[config.mk]
export PLATFORM = sky130hd
export DESIGN_NAME = pktgen_top
export DESIGN_NICKNAME = d
export VERILOG_FILES = /design/src/pktgen_pkg.sv /design/src/csr_regs.sv /design/src/frame_sequencer.sv /design/src/payload_source.sv /design/src/pktgen_top.sv /design/src/prbs23_lane.sv
export SDC_FILE = /design/constraint.sdc
export NUM_CORES = 1
export LEC_CHECK = 0
export BUFFER_PORTS_ARGS = -buffer_cell sky130_fd_sc_hd__buf_2
export CAP_MARGIN = 5
export CORE_ASPECT_RATIO = 0.6
export CORE_MARGIN = 5
export CORE_UTILIZATION = 60
export CTS_CLUSTER_SIZE = 14
export DETAILED_ROUTE_END_ITERATION = 7
export PLACE_DENSITY = 0.79
export SYNTH_ARGS = -nofsm -noshare
export SYNTH_HDL_FRONTEND = slang
export SYNTH_SLANG_ARGS = --single-unit
[constraint.sdc]
create_clock -name clk -period 17.8 [get_ports clk]
set_input_delay 3.56 -clock clk [delete_from_list [all_inputs] [get_ports clk]]
set_output_delay 3.56 -clock clk [all_outputs]
set_load 0.05 [all_outputs]
[src/pktgen_pkg.sv]
// --------------------------------------
// Frame generator shared definitions
// --------------------------------------

package pktgen_pkg;

   // --------------------------------------
   // Register map
   // --------------------------------------
   localparam logic [7:0] ADDR_NUMPKTS       = 8'h00;
   localparam logic [7:0] ADDR_RANDOMPAYLOAD = 8'h02;  // 0x01 left unused
   localparam logic [7:0] ADDR_START         = 8'h03;
   localparam logic [7:0] ADDR_STOP          = 8'h04;
   localparam logic [7:0] ADDR_MACSA0        = 8'h05;  // SA[31:0]
   localparam logic [7:0] ADDR_MACSA1        = 8'h06;  // SA[47:32]
   localparam logic [7:0] ADDR_MACDA0        = 8'h07;  // DA[31:0]
   localparam logic [7:0] ADDR_MACDA1        = 8'h08;  // DA[47:32]
   localparam logic [7:0] ADDR_TXPKTCNT      = 8'h09;  // Read only
   localparam logic [7:0] ADDR_RNDSEED0      = 8'h0A;
   localparam logic [7:0] ADDR_RNDSEED1      = 8'h0B;
   localparam logic [7:0] ADDR_RNDSEED2      = 8'h0C;  // Bits 4..0 only
   localparam logic [7:0] ADDR_PKTLENGTH     = 8'h0D;

   localparam int CSR_DW              = 32;
   localparam int BEAT_BYTES          = 8;
   localparam int BEAT_W              = 8 * BEAT_BYTES;
   localparam int unsigned MAX_PAYLOAD = 9000;         // Payload byte limit

   // PRBS lanes, x^23 + x^18 + 1
   localparam int PRBS_W     = 23;
   localparam int PRBS_TAP   = 18;
   localparam int PRBS_LANES = 3;
   localparam int SEED_W     = PRBS_LANES * PRBS_W;  // 69 seed bits

   // Nonzero so PRBS mode runs without a user seed
   localparam logic [CSR_DW-1:0] SEED_RESET0 = 32'h5EED_0000;
   localparam logic [CSR_DW-1:0] SEED_RESET1 = 32'h5EED_0001;
   localparam logic [4:0]        SEED_RESET2 = 5'h15;

   // Sequencer states
   localparam logic [2:0] ST_IDLE = 3'd0;
   localparam logic [2:0] ST_HDR0 = 3'd1;  // DA and SA high
   localparam logic [2:0] ST_HDR1 = 3'd2;  // SA low, length, sequence
   localparam logic [2:0] ST_PAY  = 3'd3;
   localparam logic [2:0] ST_GAP  = 3'd4;  // One idle cycle between frames

   // --------------------------------------
   // Types
   // --------------------------------------
   typedef struct packed {
      logic [7:0]        address;
      logic              read;
      logic              write;
      logic [CSR_DW-1:0] writedata;
   } csr_req_t;

   typedef struct packed {
      logic [31:0]       num_packets;
      logic              random_payload;
      logic              stop;
      logic [47:0]       mac_da;
      logic [47:0]       mac_sa;
      logic [SEED_W-1:0] seed;
      logic [13:0]       payload_len;
   } gen_cfg_t;

   // One stream beat seen as raw payload or as either header word
   typedef union packed {
      logic [BEAT_W-1:0] raw;
      struct packed {
         logic [47:0] da;
         logic [15:0] sa_hi;
      } hdr0;
      struct packed {
         logic [31:0] sa_lo;
         logic [15:0] len;
         logic [15:0] seq;
      } hdr1;
   } eth_word_u;

   typedef struct packed {
      logic      valid;
      logic      sop;
      logic      eop;
      logic [2:0] empty;   // Unused bytes in the eop beat
      eth_word_u data;     // Byte 0 in bits 63..56
   } st_beat_t;

endpackage

[src/csr_regs.sv]
// --------------------------------------
// Generator register file
// --------------------------------------

module csr_regs import pktgen_pkg::*; (
   input  logic              clk,
   input  logic              reset,
   input  csr_req_t          csr,
   output logic [CSR_DW-1:0] readdata,
   output logic              waitrequest,
   input  logic [31:0]       tx_pkt_count,
   output gen_cfg_t          cfg,
   output logic              start
);

   logic        acc_ack;         // Second cycle of an access
   logic        wr_en;
   logic        rd_en;
   logic [31:0] num_packets;
   logic        random_payload;
   logic        stop;
   logic [31:0] mac_sa0;
   logic [15:0] mac_sa1;
   logic [31:0] mac_da0;
   logic [15:0] mac_da1;
   logic [31:0] seed0;
   logic [31:0] seed1;
   logic [4:0]  seed2;
   logic [13:0] pkt_len;

   // --------------------------------------
   // Bus handshake
   // --------------------------------------
   // Wait in the first cycle of each access, release in the second
   assign waitrequest = (csr.read | csr.write) & ~acc_ack;
   assign wr_en       = csr.write & waitrequest;  // Writes land once per access
   assign rd_en       = csr.read & waitrequest;

   always_ff @(posedge clk or posedge reset) begin
      if (reset) begin
         acc_ack <= 1'b0;
      end else begin
         acc_ack <= waitrequest;
      end
   end

   // --------------------------------------
   // Configuration registers
   // --------------------------------------
   always_ff @(posedge clk or posedge reset) begin
      if (reset) begin
         num_packets    <= '0;
         random_payload <= 1'b0;
         stop           <= 1'b0;
         mac_sa0        <= '0;
         mac_sa1        <= '0;
         mac_da0        <= '0;
         mac_da1        <= '0;
         seed0          <= SEED_RESET0;
         seed1          <= SEED_RESET1;
         seed2          <= SEED_RESET2;
         pkt_len        <= '0;
         start          <= 1'b0;
      end else begin
         start <= wr_en & (csr.address == ADDR_START) & csr.writedata[0];  // Single pulse
         if (wr_en) begin
            case (csr.address)
               ADDR_NUMPKTS:       num_packets    <= csr.writedata;
               ADDR_RANDOMPAYLOAD: random_payload <= csr.writedata[0];
               ADDR_STOP:          stop           <= csr.writedata[0];
               ADDR_MACSA0:        mac_sa0        <= csr.writedata;
               ADDR_MACSA1:        mac_sa1        <= csr.writedata[15:0];
               ADDR_MACDA0:        mac_da0        <= csr.writedata;
               ADDR_MACDA1:        mac_da1        <= csr.writedata[15:0];
               ADDR_RNDSEED0:      seed0          <= csr.writedata;
               ADDR_RNDSEED1:      seed1          <= csr.writedata;
               ADDR_RNDSEED2:      seed2          <= csr.writedata[4:0];
               ADDR_PKTLENGTH:     pkt_len        <= (csr.writedata > MAX_PAYLOAD) ?
                                                     14'(MAX_PAYLOAD) : csr.writedata[13:0];
               default: ;                                     // START and read-only space
            endcase
         end
      end
   end

   // Registered read mux, valid when waitrequest drops
   always_ff @(posedge clk or posedge reset) begin
      if (reset) begin
         readdata <= '0;
      end else if (rd_en) begin
         case (csr.address)
            ADDR_NUMPKTS:       readdata <= num_packets;
            ADDR_RANDOMPAYLOAD: readdata <= {31'd0, random_payload};
            ADDR_STOP:          readdata <= {31'd0, stop};
            ADDR_MACSA0:        readdata <= mac_sa0;
            ADDR_MACSA1:        readdata <= {16'd0, mac_sa1};
            ADDR_MACDA0:        readdata <= mac_da0;
            ADDR_MACDA1:        readdata <= {16'd0, mac_da1};
            ADDR_TXPKTCNT:      readdata <= tx_pkt_count;
            ADDR_RNDSEED0:      readdata <= seed0;
            ADDR_RNDSEED1:      readdata <= seed1;
            ADDR_RNDSEED2:      readdata <= {27'd0, seed2};
            ADDR_PKTLENGTH:     readdata <= {18'd0, pkt_len};
            default:            readdata <= '0;              // START reads 0 too
         endcase
      end
   end

   assign cfg = '{num_packets:    num_packets,
                  random_payload: random_payload,
                  stop:           stop,
                  mac_da:         {mac_da1, mac_da0},
                  mac_sa:         {mac_sa1, mac_sa0},
                  seed:           {seed2, seed1, seed0},
                  payload_len:    pkt_len};

endmodule

[src/frame_sequencer.sv]
// --------------------------------------
// Frame sequencer
// --------------------------------------

module frame_sequencer import pktgen_pkg::*; (
   input  logic              clk,
   input  logic              reset,
   input  gen_cfg_t          cfg,
   input  logic              start,
   input  logic              tx_ready,
   input  logic [BEAT_W-1:0] pay_word,
   output st_beat_t          tx,
   output logic              load,
   output logic              frame_start,
   output logic              advance,
   output logic              random_payload,
   output logic [SEED_W-1:0] seed,
   output logic [31:0]       tx_pkt_count
);

   logic [2:0]  state_q;     // Kind of beat held in the output register
   logic [2:0]  state_d;
   logic        beat_acc;    // Output beat taken this cycle
   logic        step;        // Output register loads a new beat
   logic        run_done;
   logic        last_beat;   // Next payload beat closes the frame
   logic [13:0] len_q;       // Payload length of the current frame
   logic [13:0] rem_q;       // Payload bytes not yet loaded
   logic [15:0] seq_q;
   logic        valid_q;
   logic        sop_q;
   logic        eop_q;
   logic [2:0]  empty_q;
   eth_word_u   data_q;
   logic        valid_d;
   logic        sop_d;
   logic        eop_d;
   logic [2:0]  empty_d;
   eth_word_u   data_d;

   assign beat_acc  = valid_q & tx_ready;
   assign run_done  = cfg.stop | (tx_pkt_count >= cfg.num_packets);
   assign last_beat = rem_q <= 14'(BEAT_BYTES);

   // --------------------------------------
   // State machine
   // --------------------------------------
   always_comb begin
      state_d = state_q;
      case (state_q)
         ST_IDLE: if (start && cfg.num_packets != '0) state_d = ST_HDR0;
         ST_HDR0: if (tx_ready) state_d = ST_HDR1;
         ST_HDR1,
         ST_PAY:  if (tx_ready) state_d = eop_q ? ST_GAP : ST_PAY;
         ST_GAP:  state_d = run_done ? ST_IDLE : ST_HDR0;     // Frame boundary check
         default: state_d = ST_IDLE;
      endcase
   end

   // Accepted beat or a move out of IDLE/GAP
   assign step = beat_acc | (state_d != state_q);

   // --------------------------------------
   // Beat formation
   // --------------------------------------
   always_comb begin
      valid_d     = 1'b0;
      sop_d       = 1'b0;
      eop_d       = 1'b0;
      empty_d     = '0;
      data_d.raw  = pay_word;
      case (state_d)
         ST_HDR0: begin
            valid_d           = 1'b1;
            sop_d             = 1'b1;
            data_d.hdr0.da    = cfg.mac_da;
            data_d.hdr0.sa_hi = cfg.mac_sa[47:32];
         end
         ST_HDR1: begin
            valid_d           = 1'b1;
            eop_d             = (len_q == '0);                 // Header-only frame
            data_d.hdr1.sa_lo = cfg.mac_sa[31:0];
            data_d.hdr1.len   = {2'b00, len_q};
            data_d.hdr1.seq   = seq_q;
         end
         ST_PAY: begin
            valid_d = 1'b1;
            eop_d   = last_beat;
            if (last_beat) begin
               empty_d = 3'(4'(BEAT_BYTES) - rem_q[3:0]);       // rem is 1..8 here
            end
         end
         default: ;                                             // IDLE and GAP send nothing
      endcase
   end

   // --------------------------------------
   // Registers
   // --------------------------------------
   always_ff @(posedge clk or posedge reset) begin
      if (reset) begin
         state_q      <= ST_IDLE;
         valid_q      <= 1'b0;
         sop_q        <= 1'b0;
         eop_q        <= 1'b0;
         empty_q      <= '0;
         len_q        <= '0;
         rem_q        <= '0;
         seq_q        <= '0;
         tx_pkt_count <= '0;
      end else begin
         state_q <= state_d;
         if (step) begin                                        // Held while ready is low
            valid_q <= valid_d;
            sop_q   <= sop_d;
            eop_q   <= eop_d;
            empty_q <= empty_d;
         end
         if (step && state_d == ST_HDR0) begin
            len_q <= cfg.payload_len;                           // Frozen for the frame
         end
         if (step && state_d == ST_HDR1) begin
            rem_q <= len_q;
         end else if (step && state_d == ST_PAY) begin
            rem_q <= rem_q - 14'(BEAT_BYTES);
         end
         if (start) begin
            seq_q <= '0;
         end else if (step && state_d == ST_HDR1) begin
            seq_q <= seq_q + 16'd1;                             // Next frame's number
         end
         if (start) begin
            tx_pkt_count <= '0;
         end else if (beat_acc && sop_q) begin
            tx_pkt_count <= tx_pkt_count + 32'd1;
         end
      end
   end

   always_ff @(posedge clk) begin
      if (step) begin
         data_q <= data_d;
      end
   end

   // Payload source control, advance runs one beat ahead of its payload beat
   assign load        = (state_q == ST_IDLE);
   assign frame_start = step & (state_d == ST_HDR0);
   assign advance     = step & (((state_d == ST_HDR1) & (len_q != '0)) |
                                ((state_d == ST_PAY) & ~last_beat));

   assign random_payload = cfg.random_payload;
   assign seed           = cfg.seed;

   assign tx = '{valid: valid_q, sop: sop_q, eop: eop_q, empty: empty_q, data: data_q};

endmodule

[src/payload_source.sv]
// --------------------------------------
// Payload word source
// --------------------------------------

module payload_source import pktgen_pkg::*; (
   input  logic              clk,
   input  logic              reset,
   input  logic              random_payload,
   input  logic [SEED_W-1:0] seed,
   input  logic              load,         // Sequencer idle
   input  logic              frame_start,  // hdr0 loaded
   input  logic              advance,      // Step to the next payload word
   output logic [BEAT_W-1:0] pay_word
);

   logic [SEED_W-1:0] lanes;     // lane2 | lane1 | lane0
   logic [7:0]        inc_byte;  // First byte of the current word
   logic [BEAT_W-1:0] inc_word;

   // Three lanes, each on its own slice of the seed
   for (genvar g = 0; g < PRBS_LANES; g++) begin : g_lane
      prbs23_lane u_lane (
         .clk    (clk),
         .reset  (reset),
         .load   (load),
         .enable (advance),
         .seed   (seed[g*PRBS_W +: PRBS_W]),
         .state  (lanes[g*PRBS_W +: PRBS_W])
      );
   end

   // --------------------------------------
   // Incrementing pattern
   // --------------------------------------
   // Starts one word back, the advance ahead of payload beat 1 brings it to 0
   always_ff @(posedge clk or posedge reset) begin
      if (reset) begin
         inc_byte <= '0;
      end else if (frame_start) begin
         inc_byte <= 8'(-BEAT_BYTES);
      end else if (advance) begin
         inc_byte <= inc_byte + 8'(BEAT_BYTES);                 // Wraps mod 256
      end
   end

   always_comb begin
      for (int i = 0; i < BEAT_BYTES; i++) begin
         inc_word[BEAT_W-1-8*i -: 8] = inc_byte + 8'(i);        // Byte 0 at the top
      end
   end

   assign pay_word = random_payload ? lanes[BEAT_W-1:0] : inc_word;

endmodule

[src/pktgen_top.sv]
// --------------------------------------
// Ethernet frame generator
// --------------------------------------

module pktgen_top import pktgen_pkg::*; (
   input  logic              clk,
   input  logic              reset,
   input  csr_req_t          csr,
   output logic [CSR_DW-1:0] readdata,
   output logic              waitrequest,
   input  logic              tx_ready,
   output st_beat_t          tx
);

   gen_cfg_t          cfg;
   logic              start;           // One cycle after the START write
   logic [31:0]       tx_pkt_count;
   logic              load;
   logic              frame_start;
   logic              advance;
   logic              random_payload;
   logic [SEED_W-1:0] seed;
   logic [BEAT_W-1:0] pay_word;

   csr_regs u_csr_regs (
      .clk          (clk),
      .reset        (reset),
      .csr          (csr),
      .readdata     (readdata),
      .waitrequest  (waitrequest),
      .tx_pkt_count (tx_pkt_count),
      .cfg          (cfg),
      .start        (start)
   );

   frame_sequencer u_frame_sequencer (
      .clk            (clk),
      .reset          (reset),
      .cfg            (cfg),
      .start          (start),
      .tx_ready       (tx_ready),
      .pay_word       (pay_word),
      .tx             (tx),
      .load           (load),
      .frame_start    (frame_start),
      .advance        (advance),
      .random_payload (random_payload),
      .seed           (seed),
      .tx_pkt_count   (tx_pkt_count)
   );

   payload_source u_payload_source (
      .clk            (clk),
      .reset          (reset),
      .random_payload (random_payload),
      .seed           (seed),
      .load           (load),
      .frame_start    (frame_start),
      .advance        (advance),
      .pay_word       (pay_word)
   );

endmodule

[src/prbs23_lane.sv]
// --------------------------------------
// PRBS23 lane
// --------------------------------------

module prbs23_lane import pktgen_pkg::*; (
   input  logic              clk,
   input  logic              reset,
   input  logic              load,     // Take the seed
   input  logic              enable,   // Jump one full word
   input  logic [PRBS_W-1:0] seed,
   output logic [PRBS_W-1:0] state
);

   logic [PRBS_W-1:0] jump;  // State after PRBS_W single shifts

   // Right shift, feedback enters at the top
   always_comb begin
      jump = state;
      for (int i = 0; i < PRBS_W; i++) begin
         jump = {jump[PRBS_TAP] ^ jump[0], jump[PRBS_W-1:1]};
      end
   end

   always_ff @(posedge clk or posedge reset) begin
      if (reset) begin
         state <= '0;
      end else if (load) begin
         state <= seed;
      end else if (enable) begin
         state <= jump;
      end
   end

endmodule

## Word level (Yosys, flattened, before mapping)

Cells that the tools add are included.

- Add/sub/neg operators: 12
- $lt $le $gt $ge: 3
- Equality and inequality tests: 20
- Mux-type cells: 29
- Bitwise logic cells: 85
- Reduce and logical (&&, ||, !) cells: 28

Operators by type and width:

| cell | number |
|---|---|
| $pmux 32 s12 | 1 |
| $mux 23 | 6 |
| $pmux 64 s2 | 1 |
| $xor 1x1->1 | 69 |
| $mux 32 | 2 |
| $mux 64 | 1 |
| $eq 8x4->1 const B | 6 |
| $mux 14 | 3 |
| $add 32x1->32 const B | 1 |
| $add 8x3->8 const B | 4 |
| $eq 8x3->1 const B | 4 |
| $ge 32x32->1 | 1 |
| $gt 32x14->1 const B | 1 |
| $mux 16 | 2 |
| $reduce_bool 32->1 | 1 |
| $reduce_and 2->1 | 11 |
| $mux 3 | 6 |
| $add 16x1->16 const B | 1 |
| $add 8x2->8 const B | 2 |
| $eq 8x2->1 const B | 2 |
| $mux 8 | 2 |
| $le 14x4->1 const B | 1 |
| $logic_not 14->1 | 1 |
| $reduce_bool 14->1 | 1 |
| 20 further kinds | 47 |

- Flip-flop bits (word level): 473
- Word-level logic and storage cells: 205

## Logic depth before layout (Yosys ltp)

- Depth in word-level cells: 10
- Depth in mapped cells: 12

## Modules after synthesis

From an unflattened synthesis, not the netlist that was laid out.

- Cell total of the unflattened synthesis: 2419
- Area total of the unflattened synthesis: 25690.9 um2

Modules (own cells, without submodules):

| module | instances | cells each | area an instance (um2) | seq. area each (um2) |
|---|---|---|---|---|
| csr_regs | 1 | 908 | 11567.3 | 6213.5 |
| frame_sequencer | 1 | 933 | 9171.3 | 4048.9 |
| prbs23_lane | 3 | 145 | 1386.3 | 575.6 |
| payload_source | 1 | 143 | 793.3 | 125.1 |

## Least setup slack after synthesis

No wires, ideal clock.

- Path kind: input-to-output
- Start: in csr[32] in the netlist's numbering
- End: out waitrequest
- Arrival time: 4.257 ns
- Slack: 9.983 ns
- Stages: 2
- Path buffers: 0
- Path through: nor2_1 -> nor2_1

- Word-level cells in the longest chain between the ends: 2

RTL lines:

| element | line | source |
|---|---|---|
| from (decl) | pktgen_top.sv:8 | `input csr_req_t csr,` |
| $or 1x1->1 | csr_regs.sv:35 | `assign waitrequest = (csr.read \| csr.write) & ~acc_ack;` |
| $and 1x1->1 | csr_regs.sv:35 |  |
| to (decl) | pktgen_top.sv:10 | `output logic waitrequest,` |

Every way passes these cells.

## Worst setup path after layout

Same ends and word-level chain as after synthesis.

==> results.yml <==
outcome:
  status: "finished, final reports clean"
yosys:
  syn_nets: 2327
  synth_edf_count: 64
  synthArstFlopShare_pct: 86.38
  ys.warnings.count: 0
  synth_top_cell_area_share_pct: 39.47
  synth_area_um2: 24090
  ys_top_cells_by_count: "380 x dfrtp_1, 250 x nand2_1, 194 x mux2_2"
  synth.most_common_cell: "dfrtp_1"
  yosys-top-cells-area: "dfrtp_1 39%, mux2_2 9.1%, edfxtp_1 8.0%, mux2i_1 5.2%, nand2_1 3.9%"
  postSynthAreaPerCell_um2: 10.73
  ys_seq_area_share_pct: 50.28
  synth_cells: 2245
  synth_cell_type_count: 73
  ys_dominant_reg_cell: "dfrtp_1"
  synth_top_area_cell: "dfrtp_1"
  synth-seq-cells: 470
power:
  power.density_nw_per_um2: 139.4
  irDropWorstVdd_v: 0.0001082
  p_leak_nw: 11.75
route:
  postRouteAntennaNets: 0
  vias: 20240
  via_per_inst: 7.028
  wirelength_um: 91520
  drtIter0Drc: 3654
  first_pass_iters: 6
  wl_per_cell_um: 31.78
  drc: 0
critical_path:
  setup.worst_path.start: "csr[32]"
  worstPathMaxFanout: 3
  crit_arrival_ps: 4120
  critical-path-top-delay-family: "buffers and inverters"
  max_stage_delay_ps: 290
  cp_slowest_cell: "buf_2"
  crit_chain: "buf_2 -> nor2_1 -> nor2_1 -> buf_2"
  r2r_start: "u_csr_regs.num_packets[31]"
  worstPathRequired_ps: 14240
  crit_type: "in2out"
  startpoint_type: "primary input"
  end_kind: "output port"
  path_buf_inv: 2
cts:
  clock-sinks: 470
  post_cts_resized: 0
  clk_latency_ps: 580
  clkTransAtPathRegs_ps: 70
  cts_setup_buffers: 0
  htree_levels: 2
  postCtsHoldBufs: 0
  cts_tree: "yes"
  clockBufferDepth: 3
  cts_buffers: 44
  root_buffer: "clkbuf_16"
placement:
  gp_congestion: 1.010
  dpl_cell_area_um2: 25160
  port_buffers: 147
  dpl.hpwl_um: 65210
  place_inst: 2794
  place_ws_ps: 10130
timing:
  fin_crit_ps: 7681
  max_freq_ghz: 0.1302
  postLayoutSetupSlackWorst_ps: 10120
  finalSetupViolations: 0
  clock-skew-final_ps: 21.69
  min_period_over_period_pct: 43.15
  rsz0062_at_grt: "no"
  setup_tns_ps: 0
  finalHoldViolations: 0
  worst_slew_pin_slew_ps: 1229
  slew_violations: 0
  timing.slew.headroom_pct: 18.08
finish:
  fin_nets: 2401
  drive_gt1_share_pct: 21.38
  areaGrowthSynthToFinish_pct: 10.39
  fillers: 3031
  finalInstanceArea_um2: 26600
  fin_cells: 2880
die:
  coreArea_um2: 39380
  rows: 56
  pin_count: 148
  fp.dieH_um: 165.2
  die_area_um2: 44390
  initial_utilization_pct: 61.18
  die_x_um: 268.7
hold_path:
  worstHoldStart: "u_frame_sequencer.empty_q[1]"
  min_path_type: "reg2reg"
grt:
  grt_max_degree: 109
  grt_pass1_wl_um: 130800
  first_global_vias: 18690
  grt.overflow.total: 0
  grt_util_all_layers_pct: 40.66
  antenna_found_initial: 11
flow_run:
  cap_violations: 0
==> final timing paths <==
path | to | slack [ps] | depth (start not counted)
min in group asynchronous | u_csr_regs.mac_da0[1] | 3140 | 2
max in group asynchronous | u_frame_sequencer.tx_pkt_count[23] | 12120 | 4
worst max-delay path | waitrequest | 10120 | 4
worst min register to register | u_frame_sequencer.empty_q[1] | 470 | 2
worst max register to register | u_frame_sequencer.len_q[7] | 12760 | 10
worst min-delay path | u_frame_sequencer.empty_q[1] | 470 | 2
==> per-layer routing <==
layer	share of wire [%]	GRT usage [%]
met1	39	58.80
met2	38	51.32
met3	20	23.84
met4	3.3	10.83
met5	0.16	1.464
==> cell usage in the layout (no fill, tap or decap), types with 6 or more instances in the layout <==
| master | netlist | routed |
|---|---|---|
| edfxtp_1 | 64 | 64 |
| mux2i_1 | 126 | 126 |
| o211ai_1 | 6 | 6 |
| a22o_1 | 54 | 54 |
| dfstp_2 | 26 | 26 |
| buf_4 | 3 | 32 |
| clkbuf_16 | 0 | 46 |
| mux2_2 | 194 | 194 |
| clkinv_2 | 0 | 8 |
| or3_1 | 13 | 13 |
| nand2b_1 | 27 | 27 |
| nor4_1 | 19 | 19 |
| o221a_2 | 10 | 10 |
| xor2_1 | 84 | 84 |
| buf_2 | 22 | 148 |
| and3_1 | 7 | 7 |
| o22ai_1 | 7 | 7 |
| a311oi_1 | 31 | 31 |
| nor3_1 | 15 | 14 |
| o21ai_0 | 124 | 124 |
| clkbuf_1 | 115 | 14 |
| nor2_2 | 1 | 7 |
| a221oi_1 | 15 | 15 |
| a21oi_1 | 70 | 70 |
| ha_1 | 37 | 37 |
| nand3_1 | 56 | 56 |
| inv_1 | 54 | 52 |
| nand4_1 | 35 | 35 |
| dfrtp_1 | 380 | 379 |
| a22oi_1 | 91 | 91 |
| nor2_1 | 147 | 139 |
| a222oi_1 | 9 | 9 |
| nand2_1 | 250 | 250 |
| and2_1 | 16 | 15 |
| xnor2_1 | 64 | 64 |
==> power breakdown <==
part | internal (mW) | switching [mW]
logic | 0.332 | 0.984
registers | 1.29 | 0.131
clock network | 0.539 | 0.433
==> stage by stage <==
step	hold WS, ps	power, mW	util, %
final	471.9	3.708	67.54
after CTS	472.7	3.652	67.50
after detailed placement	458.7	2.696	63.89
after global placement	444.3	2.674	63.89
after floorplan	463.2	2.280	-
after global routing	508.7	3.803	67.53
==> kinds of logic (layout without fill, tap and decap cells) <==
| group | after synthesis | after routing | synth area share [%] |
|---|---|---|---|
| buffers and inverters | 206 | 314 | 3.526 |
| other | 0 | 5 | 0 |
| xor gates and xnor gates | 148 | 148 | 5.380 |
| and+or+nand+nor | 612 | 612 | 11.70 |
| DFF | 470 | 470 | 50.28 |
| adders and majority gates | 37 | 37 | 1.921 |
| muxes | 321 | 321 | 14.36 |
| AOI/OAI and AO/OA | 451 | 451 | 12.83 |
==> flip-flops by register name (all words and copies together), names as in the netlist, 3 cells and up <==
signal                                cells
u_frame_sequencer.rem_q                  14
u_frame_sequencer.data_q                 64
u_payload_source.inc_byte                 5
u_frame_sequencer.seq_q                  16
u_csr_regs.num_packets                   32
u_csr_regs.pkt_len                       14
u_csr_regs.seed2                          5
u_csr_regs.seed0                         32
u_frame_sequencer.len_q                  14
u_frame_sequencer.empty_q                 3
u_csr_regs.mac_sa1                       16
u_csr_regs.readdata                      32
u_csr_regs.mac_da1                       16
u_csr_regs.mac_da0                       32
u_csr_regs.mac_sa0                       32
u_csr_regs.seed1                         32
u_payload_source.g_lane.u_lane.state     69
u_frame_sequencer.tx_pkt_count           32
u_frame_sequencer.state_q                 3
==> worst register-to-register path, cell delays in order (launching register included) <==
cell      delay, ps
dfrtp_1         410
inv_1            60
ha_1            280
nor2_1          310
nand3_1         340
a221oi_1        340
o211ai_1        360
o21ai_4         230
buf_4           800
nand3_1        1150
mux2_2          640
==> final cells by class <==
type / count / area, um2 / share of cell area, %
sequential: 470 / 12120 / 45.55
multi-input combinational: 1569 / 11200 / 42.12
clock buffer: 65 / 1272 / 4.784
timing repair buffer: 180 / 980.9 / 3.688
tap: 522 / 653.1 / 2.456
inverter: 54 / 210.2 / 0.7903
clock inverter: 15 / 148.9 / 0.5598
antenna: 5 / 12.51 / 0.04704
Note: power is estimated with default switching activity, not from simulation.
